File: src/source/fpAddPkg.sv
// Floating-point adder shared definitions
`default_nettype none

package fpAddPkg;

    // IEEE 754 binary32 field widths
    localparam int ExpWidth = 8;
    localparam int MantWidth = 23;
    localparam logic [ExpWidth-1:0] ExpMax = 8'hFF;  // Infinity and NaN exponent

    // Pipeline and flow control sizing
    localparam int StageCount = 3;
    localparam int QueueDepth = 4;
    localparam int PtrWidth = $clog2(QueueDepth);
    localparam int CreditWidth = 3;  // Counts 0 to QueueDepth

    typedef struct packed {
        logic                 sign;
        logic [ExpWidth-1:0]  exponent;
        logic [MantWidth-1:0] mantissa;
    } fpWord;

    // Result of infinity minus infinity
    localparam fpWord DefaultNan = '{1'b0, ExpMax, {MantWidth{1'b1}}};

    // Alignment to mantissa addition
    typedef struct packed {
        logic [MantWidth:0]  mantLarge;  // Hidden bit included
        logic [MantWidth:0]  mantSmall;  // Already shifted right
        logic                signLarge;
        logic                signSmall;
        logic [ExpWidth-1:0] exponent;
        logic                guardBit;
        logic                roundBit;
        logic                stickyBit;
        fpWord               a;
        fpWord               b;
    } alignedOp;

    // Mantissa addition to normalization
    typedef struct packed {
        logic [MantWidth:0]  alignedResult;
        logic                carryOut;
        logic                sign;
        logic [ExpWidth-1:0] exponentOut;
        logic                guardBit;
        logic                roundBit;
        logic                stickyBit;
        fpWord               a;
        fpWord               b;
    } sumOp;

endpackage

`default_nettype wire

File: src/source/fpAddControl.sv
// Adder flow control
`default_nettype none
`timescale 1ns/1ps

module fpAddControl
(
    input  logic clock,
    input  logic reset,
    input  logic opValid,
    input  logic resultCredit,
    input  logic queueEmpty,
    output logic queuePush,
    output logic queuePop,
    output logic opCredit,
    output logic resultValid
);
    import fpAddPkg::*;

    logic [StageCount-1:0]  validPipe;   // One bit per datapath stage
    logic [CreditWidth-1:0] outCredits;  // Credits granted by the receiver

    always_ff @(posedge clock)
    begin
        if (reset)
        begin
            validPipe <= '0;
            outCredits <= '0;
        end
        else
        begin
            validPipe <= {validPipe[StageCount-2:0], opValid};
            // Receiver grants and our own sends can land in the same cycle
            outCredits <= outCredits + CreditWidth'(resultCredit)
                        - CreditWidth'(queuePop);
        end
    end

    // Last stage register holds a result, so it enters the queue next edge
    assign queuePush = validPipe[StageCount-1];

    // Send only against a held credit
    assign queuePop = !queueEmpty && (outCredits != '0);

    assign resultValid = queuePop;
    assign opCredit = queuePop;  // Freed queue slot goes back upstream

endmodule

`default_nettype wire

File: src/source/fpAdder.sv
// Pipelined floating-point adder
`default_nettype none
`timescale 1ns/1ps

module fpAdder
(
    input  logic            clock,
    input  logic            reset,
    input  logic            opValid,
    input  fpAddPkg::fpWord opA,
    input  fpAddPkg::fpWord opB,
    input  logic            resultCredit,
    output logic            opCredit,
    output logic            resultValid,
    output fpAddPkg::fpWord result
);
    import fpAddPkg::*;

    alignedOp aligned;
    sumOp     sum;
    fpWord    normalized;
    logic     queuePush;
    logic     queuePop;
    logic     queueEmpty;

    fpAddControl i_control
    (
        .clock        (clock),
        .reset        (reset),
        .opValid      (opValid),
        .resultCredit (resultCredit),
        .queueEmpty   (queueEmpty),
        .queuePush    (queuePush),
        .queuePop     (queuePop),
        .opCredit     (opCredit),
        .resultValid  (resultValid)
    );

    fpAlign i_align (.clock(clock), .opA(opA), .opB(opB), .aligned(aligned));

    fpMantissaAdd i_mantissaAdd (.clock(clock), .aligned(aligned), .sum(sum));

    fpNormalize i_normalize (.clock(clock), .sum(sum), .normalized(normalized));

    fpResultQueue i_resultQueue
    (
        .clock     (clock),
        .reset     (reset),
        .push      (queuePush),
        .pop       (queuePop),
        .writeData (normalized),
        .readData  (result),
        .empty     (queueEmpty)
    );

endmodule

`default_nettype wire

File: src/source/fpAlign.sv
// Operand alignment stage
`default_nettype none
`timescale 1ns/1ps

module fpAlign
(
    input  logic               clock,
    input  fpAddPkg::fpWord    opA,
    input  fpAddPkg::fpWord    opB,
    output fpAddPkg::alignedOp aligned
);
    import fpAddPkg::*;

    logic                    aFirst;
    fpWord                   opLarge;
    fpWord                   opSmall;
    logic [ExpWidth-1:0]     expLarge;
    logic [ExpWidth-1:0]     expSmall;
    logic [ExpWidth-1:0]     expDiff;
    logic [MantWidth:0]      mantLarge;
    logic [MantWidth:0]      mantSmall;
    logic [4:0]              shiftAmount;
    logic [2*MantWidth+3:0]  shiftWide;  // Mantissa, guard, round, sticky field
    alignedOp                alignNext;

    always_comb
    begin
        // Order by exponent, then by mantissa
        aFirst = {opA.exponent, opA.mantissa} >= {opB.exponent, opB.mantissa};
        opLarge = aFirst ? opA : opB;
        opSmall = aFirst ? opB : opA;

        // Subnormals sit at an effective exponent of 1
        expLarge = (opLarge.exponent == '0) ? 8'd1 : opLarge.exponent;
        expSmall = (opSmall.exponent == '0) ? 8'd1 : opSmall.exponent;
        expDiff = expLarge - expSmall;

        mantLarge = {opLarge.exponent != '0, opLarge.mantissa};  // Hidden bit
        mantSmall = {opSmall.exponent != '0, opSmall.mantissa};

        // Beyond 26 everything is sticky anyway
        shiftAmount = (expDiff > 8'd26) ? 5'd26 : expDiff[4:0];
        shiftWide = {mantSmall, 26'b0} >> shiftAmount;

        alignNext.mantLarge = mantLarge;
        alignNext.mantSmall = shiftWide[2*MantWidth+3:26];
        alignNext.signLarge = opLarge.sign;
        alignNext.signSmall = opSmall.sign;
        alignNext.exponent = opLarge.exponent;
        alignNext.guardBit = shiftWide[25];
        alignNext.roundBit = shiftWide[24];
        alignNext.stickyBit = |shiftWide[23:0];  // Anything lost below round
        alignNext.a = opA;
        alignNext.b = opB;
    end

    always_ff @(posedge clock)
    begin
        aligned <= alignNext;
    end

endmodule

`default_nettype wire

File: src/source/fpMantissaAdd.sv
// Mantissa addition stage
`default_nettype none
`timescale 1ns/1ps

module fpMantissaAdd
(
    input  logic               clock,
    input  fpAddPkg::alignedOp aligned,
    output fpAddPkg::sumOp     sum
);
    import fpAddPkg::*;

    logic [MantWidth+4:0] extLarge;   // Carry, mantissa, guard, round, sticky
    logic [MantWidth+4:0] extSmall;
    logic [MantWidth+4:0] extResult;
    logic                 effSub;
    logic                 cancel;
    logic                 special;
    sumOp                 sumNext;

    always_comb
    begin
        effSub = aligned.signLarge != aligned.signSmall;
        extLarge = {1'b0, aligned.mantLarge, 3'b000};
        extSmall = {1'b0, aligned.mantSmall, aligned.guardBit, aligned.roundBit,
                    aligned.stickyBit};

        // Larger magnitude comes first, so the difference never borrows
        extResult = effSub ? extLarge - extSmall : extLarge + extSmall;

        cancel = effSub && (extResult == '0);
        special = (aligned.a.exponent == ExpMax) || (aligned.b.exponent == ExpMax);

        sumNext.alignedResult = extResult[MantWidth+3:3];
        sumNext.carryOut = extResult[MantWidth+4];
        sumNext.guardBit = extResult[2];
        sumNext.roundBit = extResult[1];
        sumNext.stickyBit = extResult[0];
        sumNext.sign = cancel ? 1'b0 : aligned.signLarge;  // Exact zero is positive
        sumNext.exponentOut = cancel ? '0 : aligned.exponent;
        if (special)
            sumNext.exponentOut = ExpMax;  // Routes to the NaN and infinity rules
        sumNext.a = aligned.a;
        sumNext.b = aligned.b;
    end

    always_ff @(posedge clock)
    begin
        sum <= sumNext;
    end

endmodule

`default_nettype wire

File: src/source/fpNormalize.sv
// Result normalization and rounding
`default_nettype none
`timescale 1ns/1ps

module fpNormalize
(
    input  logic            clock,
    input  fpAddPkg::sumOp  sum,
    output fpAddPkg::fpWord normalized
);
    import fpAddPkg::*;

    logic [4:0]           shiftAmount;
    logic [MantWidth+2:0] shiftedMantissa;  // Result with guard and round
    logic [MantWidth:0]   mantWork;
    logic                 guardWork;
    logic                 roundWork;
    logic                 stickyWork;
    logic                 roundUp;
    logic                 roundCarry;
    logic [MantWidth:0]   mantRounded;
    logic [ExpWidth:0]    expWork;
    logic [ExpWidth:0]    expRounded;
    logic                 underflow;
    logic                 nanA;
    logic                 nanB;
    logic                 infA;
    logic                 infB;
    fpWord                normNext;

    // Leading zeros of the 24-bit mantissa
    function automatic logic [4:0] countZeros(input logic [MantWidth:0] value);
        logic [4:0] zeros;
        zeros = 5'd24;
        for (int i = 0; i <= MantWidth; i++)
            if (value[i])
                zeros = 5'(MantWidth - i);  // Highest set bit wins
        return zeros;
    endfunction

    always_comb
    begin
        nanA = (sum.a.exponent == ExpMax) && (sum.a.mantissa != '0);
        nanB = (sum.b.exponent == ExpMax) && (sum.b.mantissa != '0);
        infA = (sum.a.exponent == ExpMax) && (sum.a.mantissa == '0);
        infB = (sum.b.exponent == ExpMax) && (sum.b.mantissa == '0);

        shiftAmount = countZeros(sum.alignedResult);
        shiftedMantissa = {sum.alignedResult, sum.guardBit, sum.roundBit} << shiftAmount;
        underflow = !sum.carryOut && (shiftAmount >= sum.exponentOut);

        if (sum.carryOut)
        begin
            // Shift right by one, carry becomes the hidden bit
            mantWork = {1'b1, sum.alignedResult[MantWidth:1]};
            guardWork = sum.alignedResult[0];
            roundWork = sum.guardBit;
            stickyWork = sum.roundBit | sum.stickyBit;
            expWork = {1'b0, sum.exponentOut} + 1'b1;
        end
        else
        begin
            mantWork = shiftedMantissa[MantWidth+2:2];
            guardWork = shiftedMantissa[1];
            roundWork = shiftedMantissa[0];
            stickyWork = sum.stickyBit;
            expWork = {1'b0, sum.exponentOut} - shiftAmount;  // Wrap caught by underflow
        end

        // Nearest, ties to even
        roundUp = guardWork & (roundWork | stickyWork | mantWork[0]);
        {roundCarry, mantRounded} = {1'b0, mantWork} + roundUp;
        expRounded = expWork + roundCarry;  // All-ones mantissa rolls over to zero

        if (sum.exponentOut == '0)
        begin
            // Subnormal sum, bit 23 set means it reached the smallest normal
            normNext.sign = sum.sign;
            normNext.exponent = {{(ExpWidth-1){1'b0}}, sum.alignedResult[MantWidth]};
            normNext.mantissa = sum.alignedResult[MantWidth-1:0];
        end
        else if (sum.exponentOut == ExpMax)
        begin
            if (nanA)
                normNext = sum.a;
            else if (nanB)
                normNext = sum.b;
            else if (infA && infB && (sum.a.sign != sum.b.sign))
                normNext = DefaultNan;
            else if (infA)
                normNext = sum.a;
            else
                normNext = sum.b;
        end
        else if (underflow)
            normNext = '{sum.sign, '0, '0};  // Flush to signed zero
        else if (expRounded >= {1'b0, ExpMax})
            normNext = '{sum.sign, ExpMax, '0};  // Overflow to infinity
        else
        begin
            normNext.sign = sum.sign;
            normNext.exponent = expRounded[ExpWidth-1:0];
            normNext.mantissa = mantRounded[MantWidth-1:0];
        end
    end

    always_ff @(posedge clock)
    begin
        normalized <= normNext;
    end

endmodule

`default_nettype wire

File: src/source/fpResultQueue.sv
// Result FIFO
`default_nettype none
`timescale 1ns/1ps

module fpResultQueue
(
    input  logic            clock,
    input  logic            reset,
    input  logic            push,
    input  logic            pop,
    input  fpAddPkg::fpWord writeData,
    output fpAddPkg::fpWord readData,
    output logic            empty
);
    import fpAddPkg::*;

    fpWord                  entries [QueueDepth];
    logic [PtrWidth-1:0]    readPtr;
    logic [PtrWidth-1:0]    writePtr;
    logic [CreditWidth-1:0] count;  // Occupied entries

    always_ff @(posedge clock)
    begin
        if (reset)
        begin
            readPtr <= '0;
            writePtr <= '0;
            count <= '0;
        end
        else
        begin
            if (push)
                writePtr <= writePtr + 1'b1;  // Depth is a power of two
            if (pop)
                readPtr <= readPtr + 1'b1;
            count <= count + CreditWidth'(push) - CreditWidth'(pop);
        end
    end

    always_ff @(posedge clock)
    begin
        if (push)
            entries[writePtr] <= writeData;
    end

    assign readData = entries[readPtr];  // Oldest entry
    assign empty = (count == '0);

endmodule

`default_nettype wire
File: config.mk
export PLATFORM = sky130hd
export DESIGN_NAME = fpAdder
export DESIGN_NICKNAME = d
export VERILOG_FILES = /design/src/source/fpAddPkg.sv /design/src/source/fpAddControl.sv /design/src/source/fpAdder.sv /design/src/source/fpAlign.sv /design/src/source/fpMantissaAdd.sv /design/src/source/fpNormalize.sv /design/src/source/fpResultQueue.sv
export SDC_FILE = /design/constraint.sdc
export NUM_CORES = 1
export LEC_CHECK = 0
export ABC_AREA = 1
export BUFFER_PORTS_ARGS = -buffer_cell sky130_fd_sc_hd__buf_2
export CAP_MARGIN = 0
export CORE_ASPECT_RATIO = 1.1
export CORE_UTILIZATION = 35
export CTS_CLUSTER_SIZE = 16
export DETAILED_ROUTE_END_ITERATION = 16
export GPL_ROUTABILITY_DRIVEN = 0
export HOLD_SLACK_MARGIN = 0.03
export PLACE_DENSITY = 0.6
export SETUP_SLACK_MARGIN = 0.5
export SLEW_MARGIN = 15
export SYNTH_ARGS = -nofsm -noshare
export SYNTH_HDL_FRONTEND = slang
export SYNTH_SLANG_ARGS = --single-unit
File: constraint.sdc
create_clock -name clock -period 9.2 [get_ports clock]
set_input_delay 1.84 -clock clock [delete_from_list [all_inputs] [get_ports clock]]
set_output_delay 1.84 -clock clock [all_outputs]
set_load 0.02 [all_outputs]
==> results.ini, run 1 <==
[synthesis]
synth-main-ff-cell=dfxtp_1
ys_types=63
synth_edf_count=128
syn_area_per_cell_sq_um=8.10
synth_nets=2664
async_flop_share_pct=0
synth_warnings=0
ys_ff_latch=401
netlist_area_sq_um=20100
netlist_instances=2485
ys_seq_area_share_pct=46.2

[route]
vias=17100
remaining_drc_errors=0
firstDrtPassIters=6
ant_nets=0
drt_iter0_drc=1531
drt-total-wl_um=56000
wl_per_cell_um=16.8
routed_via_density=5.13

[critical_path]
critical_path.max_stage_delay_ns=0.55
crit_slowest_cell=nor3b_1
worstSetupEndpointType=register
critPathMaxFanout=34
crit_path_frequent_cell=nand2_1
crit_type=primary input to register
worstPathRequired_ns=9.68
reg2reg_depth=49
crit_arrival_ns=8.47
startpoint_type=primary input

[sta]
worst_slack_ns=1.21
period_minus_slack_ns=7.99
worst_pin_slew_ns=1.09
finalClockSkew_ns=0.0375
drv_slew=0
hold_viol=0
rsz0062_at_grt=false
max_clock_freq_mhz=125
period_share_pct=86.9
hold_ws_ns=0.321
finalSetupViolations=0
slew_headroom_pct=27.2
fin_tns_setup_ns=0

[clock_tree]
clkSinkCount=401
cts_buffers=43
root_buffer=clkbuf_16
cts_tree=built
cts.path.max_buffers=3
cts_setup_buffers=0
cts_resized=0
postCtsHoldBufs=0
htreeDepth=2
clkTransAtPathRegs_ns=0.06
clkLatencyLatePin_ns=0.58

[finish]
area_growth_syn_to_layout_pct=12.9
diodes=0
postLayoutCellArea_sq_um=22700
nets=2734
num-fill-cells=5731
drive_gt1_share_pct=10.5
final_cell_mix=nand2_1, dfxtp_1, o21ai_0
final_common_cell=nand2_1

[hold_path]
holdPathStages=0
hold_class=register to register

[power]
p_per_area_nw_per_um2=298
vdd_drop_max_uv=129
p_total_uw=6780
p_leak_uw=0.00989

[floorplanning]
initial_core_util_pct=35.6
row_count=91
io_pins=102
fp.dieW_um=231
core_sq_um=56500
die_h_um=254
dieArea_sq_um=58500

[place]
hpwl_um=42600
numPortBuffers=101
place_ws_ns=0.690
placed_area_sq_um=21300

[global_routing]
grt_pass1_wl_um=87700
grt_usage_pct=18.9
antenna_found_initial=0
grt_pass1_vias=16200
grt_max_degree=97
gr-total-overflow=0

[flow_run]
max-cap-violations=0

[outcome]
status=completed

## power by group
group	switching (uW)	total [uW]	internal, uW
logic	1840	2710	871
registers	242	2380	2140
clock network	694	1680	983
## area by class of cell
class	instances	area, sq um	area share, %
clock buffer	58	1200	5.29
timing repair buffer	125	698	3.07
clock inverter	21	190	0.836
sequential	401	9310	40.9
multi-input combinational	1726	9440	41.5
inverter	258	968	4.26
tap	744	931	4.09
## cell usage after synthesis (6+ instances only)
cell	instances	share of area (%)
o21ai_0	247	6.1
nand2_1	498	9.3
a31oi_1	21	0.65
a21boi_0	10	0.37
o211ai_1	6	0.22
nand3_1	200	5.0
a221oi_1	7	0.30
nor2_2	6	0.19
inv_1	245	4.6
xor2_1	39	1.7
o31ai_1	6	0.22
nand3_2	10	0.50
inv_2	9	0.17
nor3_1	13	0.32
or2_2	6	0.19
nor4_1	26	0.81
a21oi_1	114	2.8
clkbuf_1	73	1.4
nand2_2	16	0.50
o21ai_1	19	0.47
mux2i_1	8	0.40
xnor2_1	8	0.35
edfxtp_1	128	19
ha_1	106	6.6
buf_2	14	0.35
nor2_1	224	4.2
dfxtp_1	273	27
o22ai_1	34	1.1
nand4_1	30	0.93
buf_1	6	0.11
o221ai_1	14	0.61
## per-stage QoR
step                util [%]  std cells
floorplan                  -       2485
global placement        37.8       3254
detailed placement      37.8       3254
CTS                     40.3       3333
global route            40.3       3333
finish                  40.3       3333
## kinds of logic (layout without fill, tap and decap cells)
logic type	count (synthesis)	in the layout	synth area share (%)
XOR/XNOR	47	47	2.04
multiplexers	8	8	0.398
AND/OR/NAND/NOR	1057	1057	23.3
AO/OA/AOI/OAI	503	503	14.0
flip-flops	401	401	46.2
adder cells (fa/ha/maj)	111	111	7.09
buffers and inverters	358	462	6.95
## metal layers
metal  up-vias  part of all wire [%]  global-route usage, %
met3       111                   5.0                   2.54
met5         -                     0                      0
met4         0                   3.1                   6.15
met1      7933                    43                   23.8
met2       513                    49                   33.3
li1       8527                     -                      -
## critical path: cells and delay by family
family          cells  cell delay, ns
fa+ha+maj           3            0.96
simple gates       17            2.90
mux                 1            0.14
compound gates      9            1.65
xor+xnor            1            0.09
buf+inv             5            0.84
## registers in the layout, summed over array words and instances (netlist names), named ones only
| signal | flops |
|---|---|
| i_control.validPipe | 3 |
| i_resultQueue.writePtr | 2 |
| i_mantissaAdd.sum | 101 |
| i_resultQueue.count | 3 |
| i_control.outCredits | 3 |
| i_resultQueue.readPtr | 2 |
| i_normalize.normalized | 32 |
| i_align.aligned | 125 |
| i_resultQueue.entries | 128 |
## final timing paths
kind                              start                         to  slack [ns]
hold reg to reg     i_align.aligned[50]      i_mantissaAdd.sum[50]        0.32
hold / removal      i_align.aligned[50]      i_mantissaAdd.sum[50]        0.32
setup / recovery                opB[30]        i_align.aligned[64]        1.21
setup reg to reg  i_mantissaAdd.sum[80]  i_normalize.normalized[2]        1.71
(Power assumes the default switching activity.)
==> run 2, diff against run 1 <==
CORE_UTILIZATION = 60   (was 35)
PLACE_DENSITY = 0.88   (was 0.6)
==> run 2 against run 1 <==
  * Global-route usage grew 12 points
  * Final area fell by 2.4%
  * Largest power group unchanged
  * Core utilization is 28 points higher
  * Wire length shrank 4.8%
==> results.ini, run 2 (synthesized netlist as in run 1, its figures left out) <==
[outcome]
status=completed

[finish]
nets=2728  ; -0.22%
drive_gt1_share_pct=10.0  ; -0.45 points
largest_reg_flops=128  ; unchanged
postLayoutCellArea_sq_um=22200  ; -2.4%
final_common_cell=nand2_1
reg_top3=i_resultQueue.entries (128), i_align.aligned (125), i_mantissaAdd.sum (101)
diodes=0  ; unchanged
area_growth_syn_to_layout_pct=10.2
regMostFlops=i_resultQueue.entries
final_cell_mix=nand2_1, dfxtp_1, o21ai_0

[clock_tree]
cts_resized=0  ; unchanged
cts_buffers=39  ; -9.3%
clkTransAtPathRegs_ns=0.06  ; about the same
cts.path.max_buffers=3  ; unchanged
postCtsHoldBufs=0  ; unchanged
cts_setup_buffers=0  ; unchanged
cts_tree=built
root_buffer=clkbuf_16
clkSinkCount=401  ; unchanged
htreeDepth=2  ; unchanged
clkLatencyLatePin_ns=0.54  ; -0.04 ns

[sta]
worst_pin_slew_ns=1.12  ; +0.0280 ns
max_clock_freq_mhz=123  ; -1.4%
finalSetupViolations=0  ; unchanged
fin_tns_setup_ns=0  ; unchanged
rsz0062_at_grt=false
period_share_pct=88.1  ; +1.2 points
hold_viol=0  ; unchanged
slew_headroom_pct=25.4  ; -1.8 points
finalClockSkew_ns=0.0195  ; -0.0180 ns
drv_slew=0  ; unchanged
period_minus_slack_ns=8.10  ; +0.112 ns

[critical_path]
worstPathRequired_ns=9.62  ; -0.06 ns
crit_slowest_cell=nor3b_2
worstSetupEndpointType=register
critical_path.max_stage_delay_ns=0.40  ; -0.15 ns
crit_arrival_ns=8.53  ; +0.06 ns
ff2ff_setup_slack_ns=1.72  ; about the same
reg2reg_depth=51  ; +4.1%
crit_path_frequent_cell=nand2_1
critPathMaxFanout=35  ; +2.9%
startpoint_type=primary input
crit_type=primary input to register

[route]
routed_via_density=6.00  ; +17%
wl_per_cell_um=17.8  ; +5.7%
ant_nets=0  ; unchanged
firstDrtPassIters=6  ; unchanged
remaining_drc_errors=0  ; unchanged
vias=18000  ; +5.5%
drt-total-wl_um=53400  ; -4.8%
drt_iter0_drc=2231  ; +46%

[place]
numPortBuffers=101  ; unchanged
placed_area_sq_um=20900  ; -2.0%
hpwl_um=39000  ; -8.7%

[floorplanning]
dieArea_sq_um=34300  ; -41%
io_pins=102  ; unchanged
core_sq_um=32600  ; -42%
fp.dieW_um=177  ; -23%
initial_core_util_pct=61.7  ; +26 points
row_count=69  ; -24%
die_h_um=194  ; -23%

[global_routing]
antenna_found_initial=1  ; +1
grt_pass1_vias=16900  ; +4.5%
grt_pass1_wl_um=83800  ; -4.5%
grt_usage_pct=30.7  ; +12 points
grt_max_degree=97  ; unchanged
gr-total-overflow=0  ; unchanged

[power]
p_total_uw=6680  ; -1.4%
p_leak_uw=0.00983  ; -0.66%
p_per_area_nw_per_um2=301  ; +0.98%
vdd_drop_max_uv=177  ; +37%

[hold_path]
hold_class=register to register
holdPathStages=0  ; unchanged

[flow_run]
max-cap-violations=0  ; unchanged

==> run 2: layout make-up <==
class / instances / area (sq um)
well taps: 426 / 533
multi-input cells: 1726 / 9440
fillers: 2436 / 10400
repair buffers: 123 / 671
clock buffers: 51 / 1110
clock inverters: 17 / 159
inverters: 258 / 968
flip-flops and latches: 401 / 9310
==> run 2: per-layer routing <==
layer / part of all wire [%] / vias up / wire (um) / global-route usage [%]
li1: - / 8502 / - / -
met1: 38 / 8295 / 20300 / 37.1
met2: 48 / 1020 / 25800 / 52.5
met3: 8.4 / 205 / 4490 / 4.82
met4: 5.2 / 2 / 2800 / 15.4
met5: 0.021 / - / 11 / 0
==> run 2: critical path, delay by kind of cell <==
| kind | cells | cell delay [ns] |
|---|---|---|
| simple gates | 16 | 2.83 |
| compound gates | 10 | 1.98 |
| fa+ha+maj | 3 | 0.96 |
| buf+inv | 5 | 0.81 |
| xor+xnor | 1 | 0.09 |
==> run 2: report_power, final <==
part	internal, uW	leakage (uW)	switching (uW)
clock	915	0.000622	659
combinational	866	0.00576	1810
sequential	2140	0.00345	287
total	3920	0.00983	2760
==> run 2: worst paths after layout <==
path,from,endpoint
worst max-delay path,opB[30],i_align.aligned[64]
worst min-delay path,i_align.aligned[16],i_mantissaAdd.sum[16]
worst max register to register,i_mantissaAdd.sum[78],i_normalize.normalized[2]
worst min register to register,i_align.aligned[16],i_mantissaAdd.sum[16]
==> run 2: through the flow <==
step | utilization, % | hold slack (ns) | setup WS, ns | std cells
after floorplan | - | 0.310 | 1.82 | 2485
after global placement | 64.1 | 0.311 | 0.989 | 2934
after detailed placement | 64.1 | 0.312 | 0.728 | 2934
after CTS | 68.0 | 0.322 | 1.11 | 3002
after global routing | 68.0 | 0.326 | 0.513 | 3002
final | 68.0 | 0.321 | 1.10 | 3002
==> run 3, diff against run 2 <==
CELL_PAD_IN_SITES_DETAIL_PLACEMENT = 0   (was not set)
CELL_PAD_IN_SITES_GLOBAL_PLACEMENT = 2   (was not set)
CORE_UTILIZATION = 37   (was 60)
PLACE_DENSITY = 0.89   (was 0.88)
==> run 3 against run 2 <==
  * Clock skew up 0.0088 ns
  * Critical path depth down 1
  * Wire length up 9.9%
  * Non-clock buffer count up 12
  * Final area up 2.9%
  * Global-route usage down 9.5 points
  * Total power up 2.2%
  * Clock power up 9.6%
  * First-iteration DRC count down 55%
  * Die area up 61%
  * Largest power group unchanged
==> results.ini, run 3 (synthesized netlist as in run 1, its figures left out) <==
[finish]
largest_reg_flops=128  ; unchanged
reg_top3=i_resultQueue.entries (128), i_align.aligned (125), i_mantissaAdd.sum (101)
multiInputGateArea_sq_um=9470  ; +0.29%
final_cell_mix=nand2_1, dfxtp_1, o21ai_0
diodes=0  ; unchanged
postLayoutCellArea_sq_um=22800  ; +2.9%
fin_util_pct=42.5  ; -25 points
num-fill-cells=5436  ; +120%
drive_gt1_share_pct=10.9  ; +0.89 points
ff_latch_area_sq_um=9310  ; unchanged
nets=2742  ; +0.51%
final_common_cell=nand2_1
regMostFlops=i_resultQueue.entries
area_growth_syn_to_layout_pct=13.4

[sta]
fin_tns_setup_ns=0  ; unchanged
period_share_pct=86.4  ; -1.7 points
max_clock_freq_mhz=126  ; +1.9%
hold_viol=0  ; unchanged
worst_pin_slew_ns=1.09  ; -0.0247 ns
rsz0062_at_grt=false
finalClockSkew_ns=0.0283  ; +0.00882 ns
hold_ws_ns=0.326  ; +0.00522 ns
period_minus_slack_ns=7.95  ; -0.152 ns
drv_slew=0  ; unchanged
slew_headroom_pct=27.0  ; +1.6 points
finalSetupViolations=0  ; unchanged

[clock_tree]
clkSinkCount=401  ; unchanged
cts.path.max_buffers=3  ; unchanged
root_buffer=clkbuf_16
cts_tree=built
cts_buffers=41  ; +5.1%
htreeDepth=2  ; unchanged
clkTransAtPathRegs_ns=0.06  ; about the same
clkLatencyLatePin_ns=0.58  ; +0.04 ns

[critical_path]
worstSetupEndpointType=register
worstPathRequired_ns=9.67  ; +0.05 ns
crit_type=primary input to register
critPathMaxFanout=30  ; -14%
startpoint_type=primary input
crit_slowest_cell=fa_1
critical_path.max_stage_delay_ns=0.39  ; about the same
crit_arrival_ns=8.42  ; -0.11 ns

[power]
vdd_drop_max_uv=168  ; -5.1%
p_seq_share_pct=35.0  ; -1.4 points
power_frac_clock_pct=25.2  ; +1.6 points
p_per_area_nw_per_um2=299  ; -0.63%
comb_power_share_pct=39.8  ; -0.2 points
p_leak_uw=0.00992  ; +0.98%
switching_share_pct=41.1  ; -0.20 points
switching_power_uw=2800  ; +1.7%
p_int_uw=4020  ; +2.6%

[floorplanning]
row_count=89  ; +29%
io_pins=102  ; unchanged
initial_core_util_pct=37.5  ; -24 points
dieArea_sq_um=55300  ; +61%
core_sq_um=53700  ; +64%
fp.dieW_um=224  ; +27%
die_h_um=247  ; +27%

[flow_run]
max-cap-violations=0  ; unchanged

[route]
ant_nets=0  ; unchanged
routed_via_density=5.10  ; -15%
drt-total-wl_um=58600  ; +9.9%
drt_iter0_drc=1001  ; -55%
remaining_drc_errors=0  ; unchanged
vias=16900  ; -6.0%
wl_per_cell_um=17.7  ; -0.68%
firstDrtPassIters=5  ; -1

[global_routing]
grt_usage_pct=21.2  ; -9.5 points
grt_pass1_wl_um=91200  ; +8.8%
grt_pass1_vias=16500  ; -2.3%
antenna_found_initial=1  ; unchanged
grt_max_degree=97  ; unchanged
gr-total-overflow=0  ; unchanged

[hold_path]
hold_class=register to register

[place]
numPortBuffers=101  ; unchanged
placed_area_sq_um=21400  ; +2.1%
hpwl_um=45600  ; +17%

[outcome]
status=completed

[run 3: changes by cell type in the layout (fill, tap and decap cells not counted), sizes merged]
cell,before,now
clkinvlp,2,6
clkinv,13,17
buf,123,135
bufinv,2,5
inv,258,255
clkbuf,51,49
[run 3: area by class of cell]
class / count / share of cell area, %
repair buffers: 135 / 3.33
flip-flops and latches: 401 / 40.8
clock inverters: 25 / 1.38
well taps: 728 / 3.99
multi-input cells: 1726 / 41.5
clock buffers: 49 / 4.81
inverters: 258 / 4.24
[run 3: path summary, 6_finish.rpt]
check | startpoint | endpoint | slack, ns | depth (start not counted)
min reg2reg | i_align.aligned[32] | i_mantissaAdd.sum[32] | 0.33 | 0
max | opB[30] | i_align.aligned[64] | 1.25 | 34
min | i_align.aligned[32] | i_mantissaAdd.sum[32] | 0.33 | 0
max reg2reg | i_mantissaAdd.sum[78] | i_normalize.normalized[2] | 1.53 | 51
[run 3: power groups by stage]
stage	clock network [uW]	logic, uW	registers (uW)
6_report	1720	2720	2390
5_1_grt	1830	3070	2420
4_1_cts	1760	2720	2390
3_5_place_dp	0	2710	2430
3_3_place_gp	0	2690	2410
2_1_floorplan	0	2040	2310
[run 3: worst max-delay path, delay by kind of cell]
family / cells / cell delay, ns
adder cells (fa/ha/maj): 3 / 0.93
buffers and inverters: 4 / 0.80
AND/OR/NAND/NOR: 15 / 2.74
XOR/XNOR: 1 / 0.09
AO/OA/AOI/OAI: 11 / 1.98
[run 3: stage by stage]
step | setup WS, ns | instances | total power [uW]
after floorplan | 1.82 | 2485 | 4350
after global routing | 0.528 | 3322 | 7320
after global placement | 0.0407 | 3245 | 5100
after detailed placement | 0.0429 | 3245 | 5140
after CTS | 0.610 | 3319 | 6860
final | 1.25 | 3322 | 6830
[run 3: per-layer routing]
metal	track usage [%]	part of all wire (%)
met1	26.4	44
met2	37.7	50
met3	2.56	3.5
met5	0	0.020
met4	6.90	2.6
[run 3: repair_timing]
action	4_1_cts	5_1_grt
endpoints found under the hold margin	0	0
gates resized for setup	0	7
setup endpoints to repair	0	18
setup buffers	0	3
hold buffers	0	0
